**src/hw/soc_params.svh**
```systemverilog
`ifndef SOC_PARAMS_SVH
`define SOC_PARAMS_SVH

// Bus widths
`define SOC_DATA_W 32
`define SOC_ADDR_W 32

// Near bus map, top address nibble
`define SOC_SEL_RAM    1
`define SOC_SEL_BRIDGE 5

// Far bus map, bits 27 to 24 behind the bridge
`define SOC_FAR_LED   0
`define SOC_FAR_TIMER 5

// Sizes
`define SOC_RAM_WORDS 512
`define SOC_LED_W     10

`endif

```
**src/hw/soc_pkg.sv**
```systemverilog
`default_nettype none

package soc_pkg;

	// Arbiter FSM
	typedef enum logic [1:0] {
		IDLE   = 2'd0,
		WAIT_A = 2'd1,
		WAIT_B = 2'd2
	} arb_state_e;

	// Which port holds the bus
	typedef enum logic {
		OWNER_A = 1'b0,
		OWNER_B = 1'b1
	} bus_owner_e;

	// Source of a latched bus fault
	typedef enum logic [1:0] {
		FAULT_NONE = 2'd0,
		FAULT_IBUS = 2'd1,
		FAULT_DBUS = 2'd2
	} fault_src_e;

endpackage

`default_nettype wire

```
**src/hw/timer.sv**
```systemverilog
`default_nettype none
`include "soc_params.svh"

module timer
	import soc_pkg::*;
(
	input  wire                    i_clock,
	input  wire                    i_reset,
	input  wire                    i_request,
	input  wire                    i_rw,
	input  wire  [2:0]             i_address,
	input  wire  [`SOC_DATA_W-1:0] i_wdata,
	output logic [`SOC_DATA_W-1:0] o_rdata,
	output logic                   o_ready,
	output logic                   o_irq
);

	// Register words
	localparam logic [2:0] WORD_COUNT   = 3'd0;
	localparam logic [2:0] WORD_COMPARE = 3'd1;

	logic [`SOC_DATA_W-1:0] counter;
	logic [`SOC_DATA_W-1:0] compare;
	logic access;

	assign access = i_request && !o_ready;

	always_ff @(posedge i_clock) begin
		if (i_reset) begin
			counter <= '0;
			compare <= '1;
			o_ready <= 1'b0;
		end else begin
			counter <= counter + 1'b1;
			o_ready <= access;
			// Counter word is read only
			if (access && i_rw && i_address == WORD_COMPARE)
				compare <= i_wdata;
		end
	end

	always_ff @(posedge i_clock) begin
		if (access) begin
			case (i_address)
				WORD_COUNT:   o_rdata <= counter;
				WORD_COMPARE: o_rdata <= compare;
				default:      o_rdata <= '0;
			endcase
		end
	end

	// Level interrupt, clears when compare moves ahead
	assign o_irq = counter >= compare;

endmodule

`default_nettype wire

```
**config.mk**
```make
export PLATFORM = sky130hd
export DESIGN_NAME = timer
export DESIGN_NICKNAME = d
export VERILOG_FILES = /design/src/hw/soc_pkg.sv /design/src/hw/timer.sv
export VERILOG_INCLUDE_DIRS = /design/src /design/src/hw
export SDC_FILE = /design/constraint.sdc
export NUM_CORES = 1
export LEC_CHECK = 0
export BUFFER_PORTS_ARGS = -buffer_cell sky130_fd_sc_hd__buf_2
export CAP_MARGIN = 20
export CORE_ASPECT_RATIO = 1.5
export CORE_MARGIN = 2
export CORE_UTILIZATION = 30
export DETAILED_ROUTE_END_ITERATION = 8
export PLACE_DENSITY = 0.54
export SETUP_SLACK_MARGIN = 0.5
export SLEW_MARGIN = 20
export SYNTH_ARGS = -nofsm -noshare
export SYNTH_HDL_FRONTEND = slang
export SYNTH_SLANG_ARGS = --single-unit
```
**constraint.sdc**
```tcl
create_clock -name i_clock -period 4.6 [get_ports i_clock]
set_input_delay 0.46 -clock i_clock [delete_from_list [all_inputs] [get_ports i_clock]]
set_output_delay 0.46 -clock i_clock [all_outputs]
set_load 0.05 [all_outputs]
```
==> results.rst, run 1 <==
.. list-table::
   :header-rows: 1

   * - Metric
     - Value
   * - Netlist Area Pre-Place
     - 0.00458 mm^2
   * - Final period utilization
     - between 70% and 80%
   * - Pwr Density
     - roughly 340 mW/mm^2
   * - Crit-path max FO
     - 7
   * - Result of the run
     - complete, no violations
   * - Final Hold Vio Count
     - 0
   * - RSZ-0062 raised after global routing
     - false
   * - Number of nets in the finished design
     - roughly 580
   * - Total of cells resized after clock tree synthesis
     - 0
   * - Clock tree skew after final layout
     - roughly 0.0064 ns
   * - Row cnt
     - 55
   * - Power after layout
     - ~0.0018 W
   * - Antenna Cells
     - 0
   * - Largest vdd supply drop
     - 0.000168 V
   * - Final setup violation count
     - 0
   * - Top-Level Pins
     - 73
   * - Worst setup EP type
     - output port
   * - Final-layout setup total negative slack
     - 0 ns
   * - Cell chosen for the clock root
     - sky130_fd_sc_hd__clkbuf_16
   * - Warnings from Yosys
     - 0
   * - Worst Setup Path Type
     - flip-flop to output port
   * - Die area
     - approximately 0.016 mm^2
   * - Clock-pin slew reported for the worst setup and hold paths after clock tree synthesis
     - ~0.07 ns
   * - Cells after synthesis
     - 440
   * - Level count of the clock H-tree
     - 3
   * - Leakage Power
     - 2.55 nW
   * - Number of antenna violations at the first check in global routing
     - 0
   * - Vias in the first global route
     - around 3500
   * - Number of buffers inserted for hold repair after clock tree synthesis
     - 0
   * - Global Route Usage Sum
     - between 10% and 20%
   * - Startpoint kind of the worst setup timing path
     - flip-flop
   * - Type of the worst min-delay path
     - input pin to flip-flop
   * - Number of CTS-inserted buffers
     - 9
   * - CP Data Arrival Time
     - 2.78 ns
   * - Post-Syn Area per Cell
     - between 10 and 15 um^2
   * - Critical R2R Launch
     - o_ready$_SDFF_PP0_
   * - Routability congestion estimate from global placement
     - 0.756
   * - Pin count of the biggest net entering global routing
     - 66
   * - Effective utilization at floorplan
     - roughly 31%
   * - TritonCTS clock tree
     - built
   * - Relative max-transition margin
     - 51.8%
   * - Area growth from synthesis to final layout
     - 18.9%
   * - # Post-CTS Setup Buffers
     - 0
   * - # DRC
     - 0
   * - Most frequent standard cell in the layout excluding fill and tap cells
     - sky130_fd_sc_hd__buf_2
   * - Depth of the worst register-to-register path
     - 6
   * - Top library cells by usage in the layout, fill and taps aside
     - sky130_fd_sc_hd__buf_2, sky130_fd_sc_hd__dfxtp_1, sky130_fd_sc_hd__nor2_1
   * - Overall die height
     - ~160 um
   * - Sequential element share of the synthesized area
     - 49.4%
   * - Remaining global-route overflow
     - 0
   * - Worst setup path start
     - counter[20]$_SDFF_PP0_
   * - Total via count in the routed design
     - ~3400
   * - Post-synth net total
     - roughly 500
   * - Time the final worst path needs with I/O delays and setup
     - ~3.2 ns
   * - Count of port buffers added during placement
     - 72
   * - Maximum count of clock buffers along a single path
     - 2
   * - Worst-margin pin slew
     - approximately 0.72 ns
   * - Worst setup path endpoint
     - o_irq
   * - Final ANT Viol Nets
     - 0
   * - DP Wirelength
     - about 7500 um
   * - Global-route wire length before repair
     - around 17000 um
   * - Die width
     - around 100 um
   * - Worst-Skew Late Latency
     - between 0.3 and 0.4 ns
   * - Total detailed-routing wirelength
     - between 10000 and 15000 um
   * - Worst flop-to-flop path endpoint
     - compare[16]$_SDFFE_PP1P_
   * - Sink count of the clock tree
     - 97
   * - Highest attainable clock frequency
     - between 300 and 400 MHz
   * - Final Slew Violations
     - 0
   * - R2r setup slk
     - about 2.2 ns
   * - Vias per cell
     - between 4 and 5
   * - Per-cell routed wire length
     - 15.1 um
   * - Floorplan Core Area
     - approximately 0.015 mm^2
   * - Synthesis-stage register bit count
     - 97
   * - Length of the first detailed-routing pass in iterations
     - 4
   * - Number of different library cells in the post-synthesis netlist
     - 37
   * - Worst Path Required
     - roughly 4.1 ns
   * - Max-cap violations
     - 0
   * - First-iteration detailed-routing DRC count
     - 89
   * - Share of cells above drive strength 1
     - ~20%
   * - Util after Layout
     - roughly 36%
final cells by class:
cell class	count	area (um^2)
Tap cell	199	249
Fill cell	1582	9560
Clock inverter	7	77.6
Multi-Input combinational cell	288	2110
Sequential cell	97	2260
Timing Repair Buffer	77	398
Inverter	32	120
Clock buffer	9	225
state kept, by name, summed over array words and instances, names as in the netlist:
register / flops
counter: 32
compare: 32
o_rdata: 32
o_ready: 1
through the flow:
stage | hold WS (ns) | setup WS (ns) | cells | area (um^2)
finish | 0.315 | 1.36 | 709 | 5440
floorplan | 0.441 | 1.51 | 440 | 4580
global route | 0.316 | 1.15 | 709 | 5440
global placement | 0.465 | 1.68 | 693 | 5140
detailed placement | 0.469 | 1.66 | 693 | 5140
CTS | 0.305 | 1.28 | 709 | 5440
layer usage:
layer	vias to the layer above	global-route usage, %	share of wire [%]
met3	14	2.22	2.6
met2	44	26.7	56
met4	0	5.78	1.8
li1	1715	-	-
met5	-	0	0
met1	1583	14.1	39
worst min path at each step:
| stage | from | to | slack, ns | depth (start not counted) |
|---|---|---|---|---|
| 6_report | i_wdata[9] | compare[9]$_SDFFE_PP1P_ | 0.32 | 2 |
| 5_1_grt | i_wdata[9] | compare[9]$_SDFFE_PP1P_ | 0.32 | 2 |
| 4_1_cts | i_wdata[9] | compare[9]$_SDFFE_PP1P_ | 0.30 | 2 |
| 3_5_place_dp | counter[0]$_SDFF_PP0_ | counter[0]$_SDFF_PP0_ | 0.47 | 1 |
| 3_3_place_gp | counter[0]$_SDFF_PP0_ | counter[0]$_SDFF_PP0_ | 0.46 | 1 |
| 2_1_floorplan | counter[0]$_SDFF_PP0_ | counter[0]$_SDFF_PP0_ | 0.44 | 1 |
report_power, final:
part / switching (W) / total, W / internal [W]
Sequential: 0.0000105 / 0.000922 / 0.000912
Combinational: 0.000119 / 0.000165 / 0.0000468
Clock: 0.000334 / 0.000761 / 0.000427
Total: 0.000463 / 0.00185 / 0.00139
kinds of logic (layout without fill, tap and decap cells):
| logic type | Yosys count | in the layout | synth area share [%] |
|---|---|---|---|
| AND/OR/NAND/NOR | 132 | 132 | 15.1 |
| flip-flops | 97 | 97 | 49.4 |
| XOR/XNOR | 26 | 26 | 4.98 |
| AO/OA/AOI/OAI | 97 | 97 | 16.6 |
| adder cells (fa/ha/maj) | 33 | 33 | 9.02 |
| buffers and inverters | 55 | 125 | 4.87 |
critical path, cell delays in order, from the launching register on:
cell and delay, ns:
sky130_fd_sc_hd__dfxtp_1 0.47, sky130_fd_sc_hd__ha_1 0.28, sky130_fd_sc_hd__and4_1 0.21, sky130_fd_sc_hd__a221o_1 0.35
sky130_fd_sc_hd__a2111oi_0 0.61, sky130_fd_sc_hd__o21ai_0 0.24, sky130_fd_sc_hd__buf_2 0.27
synth_stat cells:
cell	count	area (um^2)
sky130_fd_sc_hd__o21ai_0	8	40.0
sky130_fd_sc_hd__a2111oi_0	2	17.5
sky130_fd_sc_hd__nor3b_2	1	12.5
sky130_fd_sc_hd__and2_1	2	12.5
sky130_fd_sc_hd__a221o_1	1	10.0
sky130_fd_sc_hd__and4_1	6	52.6
sky130_fd_sc_hd__nor2_1	61	229
sky130_fd_sc_hd__nand2_1	11	41.3
sky130_fd_sc_hd__buf_2	7	35.0
sky130_fd_sc_hd__o32ai_1	1	8.76
sky130_fd_sc_hd__or2_1	1	6.26
sky130_fd_sc_hd__a21oi_1	14	70.1
sky130_fd_sc_hd__a22o_2	1	10.0
sky130_fd_sc_hd__nor4_4	2	42.5
sky130_fd_sc_hd__a211o_1	32	280
sky130_fd_sc_hd__a21o_1	5	37.5
sky130_fd_sc_hd__nand3_1	19	95.1
sky130_fd_sc_hd__xnor2_1	3	26.3
sky130_fd_sc_hd__nand2b_1	1	6.26
sky130_fd_sc_hd__inv_1	32	120
sky130_fd_sc_hd__or3_1	4	25.0
sky130_fd_sc_hd__clkbuf_1	14	52.6
sky130_fd_sc_hd__ha_1	33	413
sky130_fd_sc_hd__nor2b_1	5	31.3
sky130_fd_sc_hd__and2_0	1	6.26
sky130_fd_sc_hd__buf_4	2	15.0
sky130_fd_sc_hd__nand4_4	1	21.3
sky130_fd_sc_hd__nand4_2	1	12.5
sky130_fd_sc_hd__xor2_1	23	201
sky130_fd_sc_hd__dfxtp_1	65	1300
sky130_fd_sc_hd__and3_1	4	25.0
sky130_fd_sc_hd__nor3_1	2	10.0
sky130_fd_sc_hd__a31oi_1	1	6.26
sky130_fd_sc_hd__a22o_1	31	272
sky130_fd_sc_hd__edfxtp_1	32	961
sky130_fd_sc_hd__a211oi_1	1	7.51
sky130_fd_sc_hd__nand4_1	10	62.6
No activity file was read; power rests on OpenSTA's default activity.
==> run 2, diff against run 1 <==
==> constraint.sdc (replaced) <==
create_clock -name i_clock -period 3 [get_ports i_clock]
set_input_delay 0.3 -clock i_clock [delete_from_list [all_inputs] [get_ports i_clock]]
set_output_delay 0.3 -clock i_clock [all_outputs]
set_load 0.05 [all_outputs]
==> run 2 against run 1 <==
  * Utilization is 1.0 points higher
  * Non-clock buffer count rose by 4
  * Sequential cell count unchanged
  * Die area unchanged
  * Power up 53%
  * Sequential power up 53%
  * Clock power up 52%
  * Clock-buffer cell count is 1 higher
  * Register-to-register slack lost 1.1 ns
  * Routed wire length is 5.0% higher
==> results.rst, run 2 (same netlist as run 1, synthesis figures left out) <==
.. list-table::
   :header-rows: 1

   * - Metric
     - Value
   * - Result of the run
     - complete, no violations
   * - Crit-path max FO
     - 2
   * - Stage delay of the slowest cell on the critical path
     - roughly 0.41 ns
   * - Pwr Density
     - about 500 mW/mm^2
   * - Top-Level Pins
     - 73
   * - Maximum count of clock buffers along a single path
     - 2
   * - Clock tree skew after final layout
     - 0.00929 ns
   * - Row cnt
     - 55
   * - Level count of the clock H-tree
     - 3
   * - Bufs and invs on worst path
     - 2
   * - Most frequent standard cell in the layout excluding fill and tap cells
     - sky130_fd_sc_hd__buf_2
   * - Die width
     - ~100 um
   * - Util after Layout
     - a little under two fifths
   * - Antenna Cells
     - 0
   * - Worst-margin pin slew
     - about 0.64 ns
   * - Type of the worst min-delay path
     - input pin to flip-flop
   * - Routability congestion estimate from global placement
     - 0.790
   * - # DRC
     - 0
   * - Final Slew Violations
     - 0
   * - Relative max-transition margin
     - a little under three fifths
   * - Minimum hold slack
     - 0.154 ns
   * - Cell count after placement
     - just under 700
   * - Total detailed-routing wirelength
     - around 11000 um
   * - Switching share of total power
     - approximately 25%
   * - Overall die height
     - between 150 and 200 um
   * - Leading registers by flop count
     - compare (32), counter (32), o_rdata (32)
   * - Critical-path cell with the highest stage delay
     - sky130_fd_sc_hd__a221o_1
   * - Number of inserted filler cells in the final layout
     - between 1500 and 2000
   * - Leakage Power
     - approximately 2.6 nW
   * - Final-layout setup total negative slack
     - 0 ns
   * - Final period utilization
     - approximately 83%
   * - Max-cap violations
     - 0
   * - Sink count of the clock tree
     - 97
   * - Area growth from synthesis to final layout
     - 22.3%
   * - First-iteration detailed-routing DRC count
     - about 150
   * - Die area
     - between 0.015 and 0.02 mm^2
   * - Family with the most delay on the worst path
     - compound AO/OA/AOI/OAI gates
   * - Share of cells above drive strength 1
     - about a quarter
   * - Number of antenna violations at the first check in global routing
     - 0
   * - Floorplan Core Area
     - roughly 0.015 mm^2
   * - Internal power
     - between 0.002 and 0.0025 W
   * - DP Wirelength
     - around 7600 um
   * - CP Data Arrival Time
     - between 2 and 2.5 ns
   * - Setup WS post-layout
     - approximately 0.51 ns
   * - Vias in the first global route
     - around 3600
   * - Startpoint kind of the worst setup timing path
     - flip-flop
   * - Count of port buffers added during placement
     - slightly above 70
   * - Part of the power in combinational logic
     - 9.1%
   * - Crit path cell chain
     - inv_1 > ha_1 > and4_1 > a221o_1 > a2111oi_4 > o21ai_2 > buf_6
   * - Worst Setup Path Type
     - flip-flop to output port
   * - Worst setup EP type
     - output port
   * - Sw power
     - a little over 0.0007 W
   * - Sequential share of power
     - between 40% and 50%
   * - Largest vdd supply drop
     - about 0.00024 V
   * - Final setup violation count
     - 0
   * - Global Route Usage Sum
     - approximately 14%
   * - R2r setup slk
     - 1.02 ns
   * - Worst-Skew Late Latency
     - between 0.3 and 0.4 ns
   * - Number of buffers inserted for hold repair after clock tree synthesis
     - 0
   * - Number of standard cells in the final layout excluding fillers
     - between 700 and 800
   * - Time the final worst path needs with I/O delays and setup
     - around 2.5 ns
   * - Vias per cell
     - between 4 and 5
   * - Number of CTS-inserted buffers
     - 9
   * - Remaining global-route overflow
     - 0
   * - Global-route wire length before repair
     - 18000 um
   * - Top library cells by usage in the layout, fill and taps aside
     - sky130_fd_sc_hd__buf_2, sky130_fd_sc_hd__nor2_1, sky130_fd_sc_hd__dfxtp_1
   * - Clock-pin slew reported for the worst setup and hold paths after clock tree synthesis
     - about 0.07 ns
   * - TritonCTS clock tree
     - built
   * - Final Hold Vio Count
     - 0
   * - Effective utilization at floorplan
     - around 31%
   * - Number of nets in the finished design
     - about 580
   * - Worst Path Required
     - between 2 and 3 ns
   * - Per-cell routed wire length
     - 15.7 um
   * - Total via count in the routed design
     - approximately 3500
   * - Highest attainable clock frequency
     - roughly 400 MHz
   * - Pin count of the biggest net entering global routing
     - 42
   * - Cell chosen for the clock root
     - sky130_fd_sc_hd__clkbuf_16
   * - Final ANT Viol Nets
     - 0
   * - RSZ-0062 raised after global routing
     - true
   * - Length of the first detailed-routing pass in iterations
     - 4
   * - Fraction of power consumed by the clock network
     - about two fifths
   * - Pre-CTS setup slack
     - ~0.52 ns
## run 2: changes by cell type in the layout (fill, tap and decap cells not counted), sizes merged
| cell | change |
|---|---|
| clkinvlp | +1 |
| clkbuf | +1 |
| buf | +4 |
| inv | -2 |
## run 2: what timing repair did
item | 4_1_cts | 5_1_grt
gates cloned | 0 | 0
pin swaps | 10 | 1
setup buffers | 3 | 0
resized for setup | 36 | 1
endpoints found under the setup margin | 1 | 1
## run 2: routing by layer
layer,vias up,routed length [um],part of all wire (%),track usage (%)
met5,-,0,0,0
met2,68,5960,53,25.7
met4,0,283,2.5,6.54
li1,1719,-,-,-
met1,1705,4640,41,16.0
met3,19,321,2.9,2.01
## run 2: layout make-up
cell class              count  area, um^2  area share (%)
flip-flops and latches     97        2290            40.8
multi-input cells         288        2210            39.5
repair buffers             81         434            7.75
well taps                 199         249            4.45
clock buffers              10         229            4.09
inverters                  32         120            2.15
clock inverters             6        67.6            1.21
## run 2: final timing paths
path                       startpoint  cells after the start                       end
max          compare[21]$_SDFFE_PP1P_                      7                     o_irq
min                       i_wdata[10]                      2  compare[10]$_SDFFE_PP1P_
max reg2reg     counter[1]$_SDFF_PP0_                      6    counter[24]$_SDFF_PP0_
min reg2reg     counter[0]$_SDFF_PP0_                      1     counter[0]$_SDFF_PP0_
## run 2: worst reg2reg max path, delay by kind of cell, from the launching register on
family        cells  cell delay [ns]
xor+xnor          1             0.18
fa+ha+maj         1             0.24
simple gates      4             1.03
flops             1             0.40
## run 2: power groups by stage
stage	sequential, W	combinational (W)	clock (W)
after floorplan	0.00154	0.0000782	0
after global placement	0.00144	0.000258	0
after detailed placement	0.00144	0.000259	0
after CTS	0.00141	0.000261	0.00118
after global routing	0.00142	0.000277	0.00124
final	0.00141	0.000258	0.00116
## run 2: stage by stage
step / total power (W) / cell area, um^2
2_1_floorplan: 0.00162 / 4580
3_3_place_gp: 0.00170 / 5150
3_5_place_dp: 0.00170 / 5150
4_1_cts: 0.00286 / 5590
5_1_grt: 0.00293 / 5600
6_report: 0.00283 / 5600
==> run 3, diff against run 2 <==
--- a/config.mk
+++ b/config.mk
@@ -12,7 +12,7 @@
 export CORE_MARGIN = 2
 export CORE_UTILIZATION = 30
 export DETAILED_ROUTE_END_ITERATION = 8
-export PLACE_DENSITY = 0.54
+export PLACE_DENSITY = 0.55
 export SETUP_SLACK_MARGIN = 0.5
 export SLEW_MARGIN = 20
 export SYNTH_ARGS = -nofsm -noshare
==> constraint.sdc (replaced) <==
create_clock -name i_clock -period 2.2 [get_ports i_clock]
set_input_delay 0.22 -clock i_clock [delete_from_list [all_inputs] [get_ports i_clock]]
set_output_delay 0.22 -clock i_clock [all_outputs]
set_load 0.05 [all_outputs]
==> run 3 against run 2 <==
  * Clock-buffer cell count is the same
  * Sequential share of layout area fell by 2.4 points
  * Critical endpoint unchanged
  * Die area is the same
  * Final cell count increased by 3.8%
  * Global-route usage up 0.59 points
  * Power rose by 40%
  * The run now ends with negative setup slack left
  * Worst hold slack got worse by 0.081 ns
  * Critical path depth is 1 higher
  * Register-to-register slack got worse by 0.48 ns
==> results.rst, run 3 (same netlist as run 1, synthesis figures left out) <==
.. list-table::
   :header-rows: 1

   * - Metric
     - Value
   * - Result of the run
     - finished, violations left
   * - Violations in the final reports
     - negative setup slack
   * - Worst-margin pin slew
     - around 0.5 ns
   * - Pin count of the biggest net entering global routing
     - 65
   * - Final Slew Violations
     - 0
   * - Top-Level Pins
     - between 70 and 80
   * - Clock-pin slew reported for the worst setup and hold paths after clock tree synthesis
     - approximately 0.070 ns
   * - Maximum count of clock buffers along a single path
     - 2
   * - Crit path cell chain
     - inv_2 > ha_4 > a21oi_2 > o21ai_1 > a221o_1 > a2111oi_4 > o21ai_4 > buf_6
   * - Clock tree skew after final layout
     - about 0.0084 ns
   * - Overall die height
     - between 150 and 200 um
   * - Floorplan Core Area
     - approximately 0.015 mm^2
   * - Family with the most delay on the worst path
     - compound AO/OA/AOI/OAI gates
   * - CP Data Arrival Time
     - 2.18 ns
   * - Vias in the first global route
     - 3751
   * - Effective utilization at floorplan
     - 30.5%
   * - Global-route wire length before repair
     - 18600 um
   * - Depth of the worst register-to-register path
     - 7
   * - Relative max-transition margin
     - approximately 67%
   * - Total via count in the routed design
     - approximately 3600
   * - Final period utilization
     - 109%
   * - Routability congestion estimate from global placement
     - 0.821
   * - Die width
     - 105 um
   * - DP Wirelength
     - ~7900 um
   * - Leading registers by flop count
     - compare (32), counter (32), o_rdata (32)
   * - Critical-path cell with the highest stage delay
     - sky130_fd_sc_hd__a221o_1
   * - Number of CTS-inserted buffers
     - 9
   * - Number of nets in the finished design
     - 609
   * - Row cnt
     - 55
   * - Most frequent standard cell in the layout excluding fill and tap cells
     - sky130_fd_sc_hd__buf_2
   * - Max-cap violations
     - 0
   * - Time the final worst path needs with I/O delays and setup
     - around 2.4 ns
   * - Largest vdd supply drop
     - between 0.0002 and 0.0003 V
   * - Final ANT Viol Nets
     - 0
   * - Highest attainable clock frequency
     - 416 MHz
   * - Per-cell routed wire length
     - around 16 um
   * - Remaining global-route overflow
     - 0
   * - Level count of the clock H-tree
     - 3
   * - Global Route Usage Sum
     - between 10 and 15%
   * - Cell count after placement
     - 717
   * - Leakage Power
     - around 2.7 nW
   * - Stage delay of the slowest cell on the critical path
     - about 0.4 ns
   * - Worst Path Required
     - around 2 ns
   * - Number of antenna violations at the first check in global routing
     - 0
   * - Worst setup EP type
     - output port
   * - Sink count of the clock tree
     - 97
   * - Cell chosen for the clock root
     - sky130_fd_sc_hd__clkbuf_16
   * - Total detailed-routing wirelength
     - roughly 12000 um
   * - Worst Setup Path Type
     - flip-flop to output port
   * - First-iteration detailed-routing DRC count
     - 87
   * - Area growth from synthesis to final layout
     - 30.6%
   * - Length of the first detailed-routing pass in iterations
     - 4
   * - Type of the worst min-delay path
     - input pin to flip-flop
   * - Die area
     - about 0.016 mm^2
   * - Startpoint kind of the worst setup timing path
     - flip-flop
   * - Antenna Cells
     - 0
   * - Pwr Density
     - ~660 mW/mm^2
   * - Number of stages on the worst hold path
     - 2
   * - Critical path depth
     - 8
   * - RSZ-0062 raised after global routing
     - true
   * - TritonCTS clock tree
     - built
   * - # DRC
     - 0
   * - Power after layout
     - 0.00397 W
   * - Setup WS post-layout
     - -0.205 ns
   * - Share of cells above drive strength 1
     - between 30% and 40%
   * - Final Hold Vio Count
     - 0
   * - Worst-Skew Late Latency
     - about 0.35 ns
   * - Final setup violation count
     - 1
   * - Count of port buffers added during placement
     - 72
   * - Bufs and invs on worst path
     - 2
   * - Top library cells by usage in the layout, fill and taps aside
     - sky130_fd_sc_hd__buf_2, sky130_fd_sc_hd__nor2_1, sky130_fd_sc_hd__dfxtp_1
   * - Number of standard cells in the final layout excluding fillers
     - 740
   * - Crit-path max FO
     - 2
   * - Vias per cell
     - between 4 and 5
-- run 3: timing repair --
item | in CTS | in global routing
setup buffers | 5 | 1
pin swaps | 6 | 12
cloned | 1 | 1
gates resized for setup | 26 | 29
endpoints found under the hold margin | 0 | 0
setup endpoints to repair | 9 | 21
hold buffers | 0 | 0
-- run 3: power breakdown --
part | internal [W] | switching [W] | total, W
Clock | 0.000991 | 0.000678 | 0.00167
Sequential | 0.00190 | 0.0000216 | 0.00193
Combinational | 0.000116 | 0.000263 | 0.000379
Total | 0.00301 | 0.000962 | 0.00397
-- run 3: path summary, 6_finish.rpt --
path,from,to,slack (ns)
setup / recovery,compare[17]$_SDFFE_PP1P_,o_irq,-0.20
hold / removal,i_wdata[22],compare[22]$_SDFFE_PP1P_,0.07
setup reg to reg,counter[7]$_SDFF_PP0_,counter[19]$_SDFF_PP0_,0.54
hold reg to reg,counter[0]$_SDFF_PP0_,counter[0]$_SDFF_PP0_,0.53
-- run 3: area by class of cell --
class,instances,area [um^2]
Clock buffer,10,229
Clock inverter,5,81.3
Fill cell,1542,9020
Inverter,32,120
Multi-Input combinational cell,288,2310
Sequential cell,97,2300
Tap cell,199,249
Timing Repair Buffer,109,689
-- run 3: through the flow --
stage	setup WS, ns	util, %	cell area (um^2)	hold WS, ns	setup TNS, ns
2_1_floorplan	0.284	-	4680	0.338	0
3_3_place_gp	0.0577	36.2	5430	0.426	0
3_5_place_dp	0.0280	36.2	5430	0.428	0
4_1_cts	-0.257	39.0	5850	0.0629	-0.257
5_1_grt	-0.312	39.8	5980	0.0646	-0.312
6_report	-0.205	39.8	5980	0.0733	-0.205
-- run 3: per-layer routing --
metal	global-route usage [%]	vias to the layer above	part of all wire, %
li1	-	1782	-
met1	15.9	1707	40
met2	27.6	54	55
met3	2.60	16	2.3
met4	6.22	0	2.4
met5	0	-	0
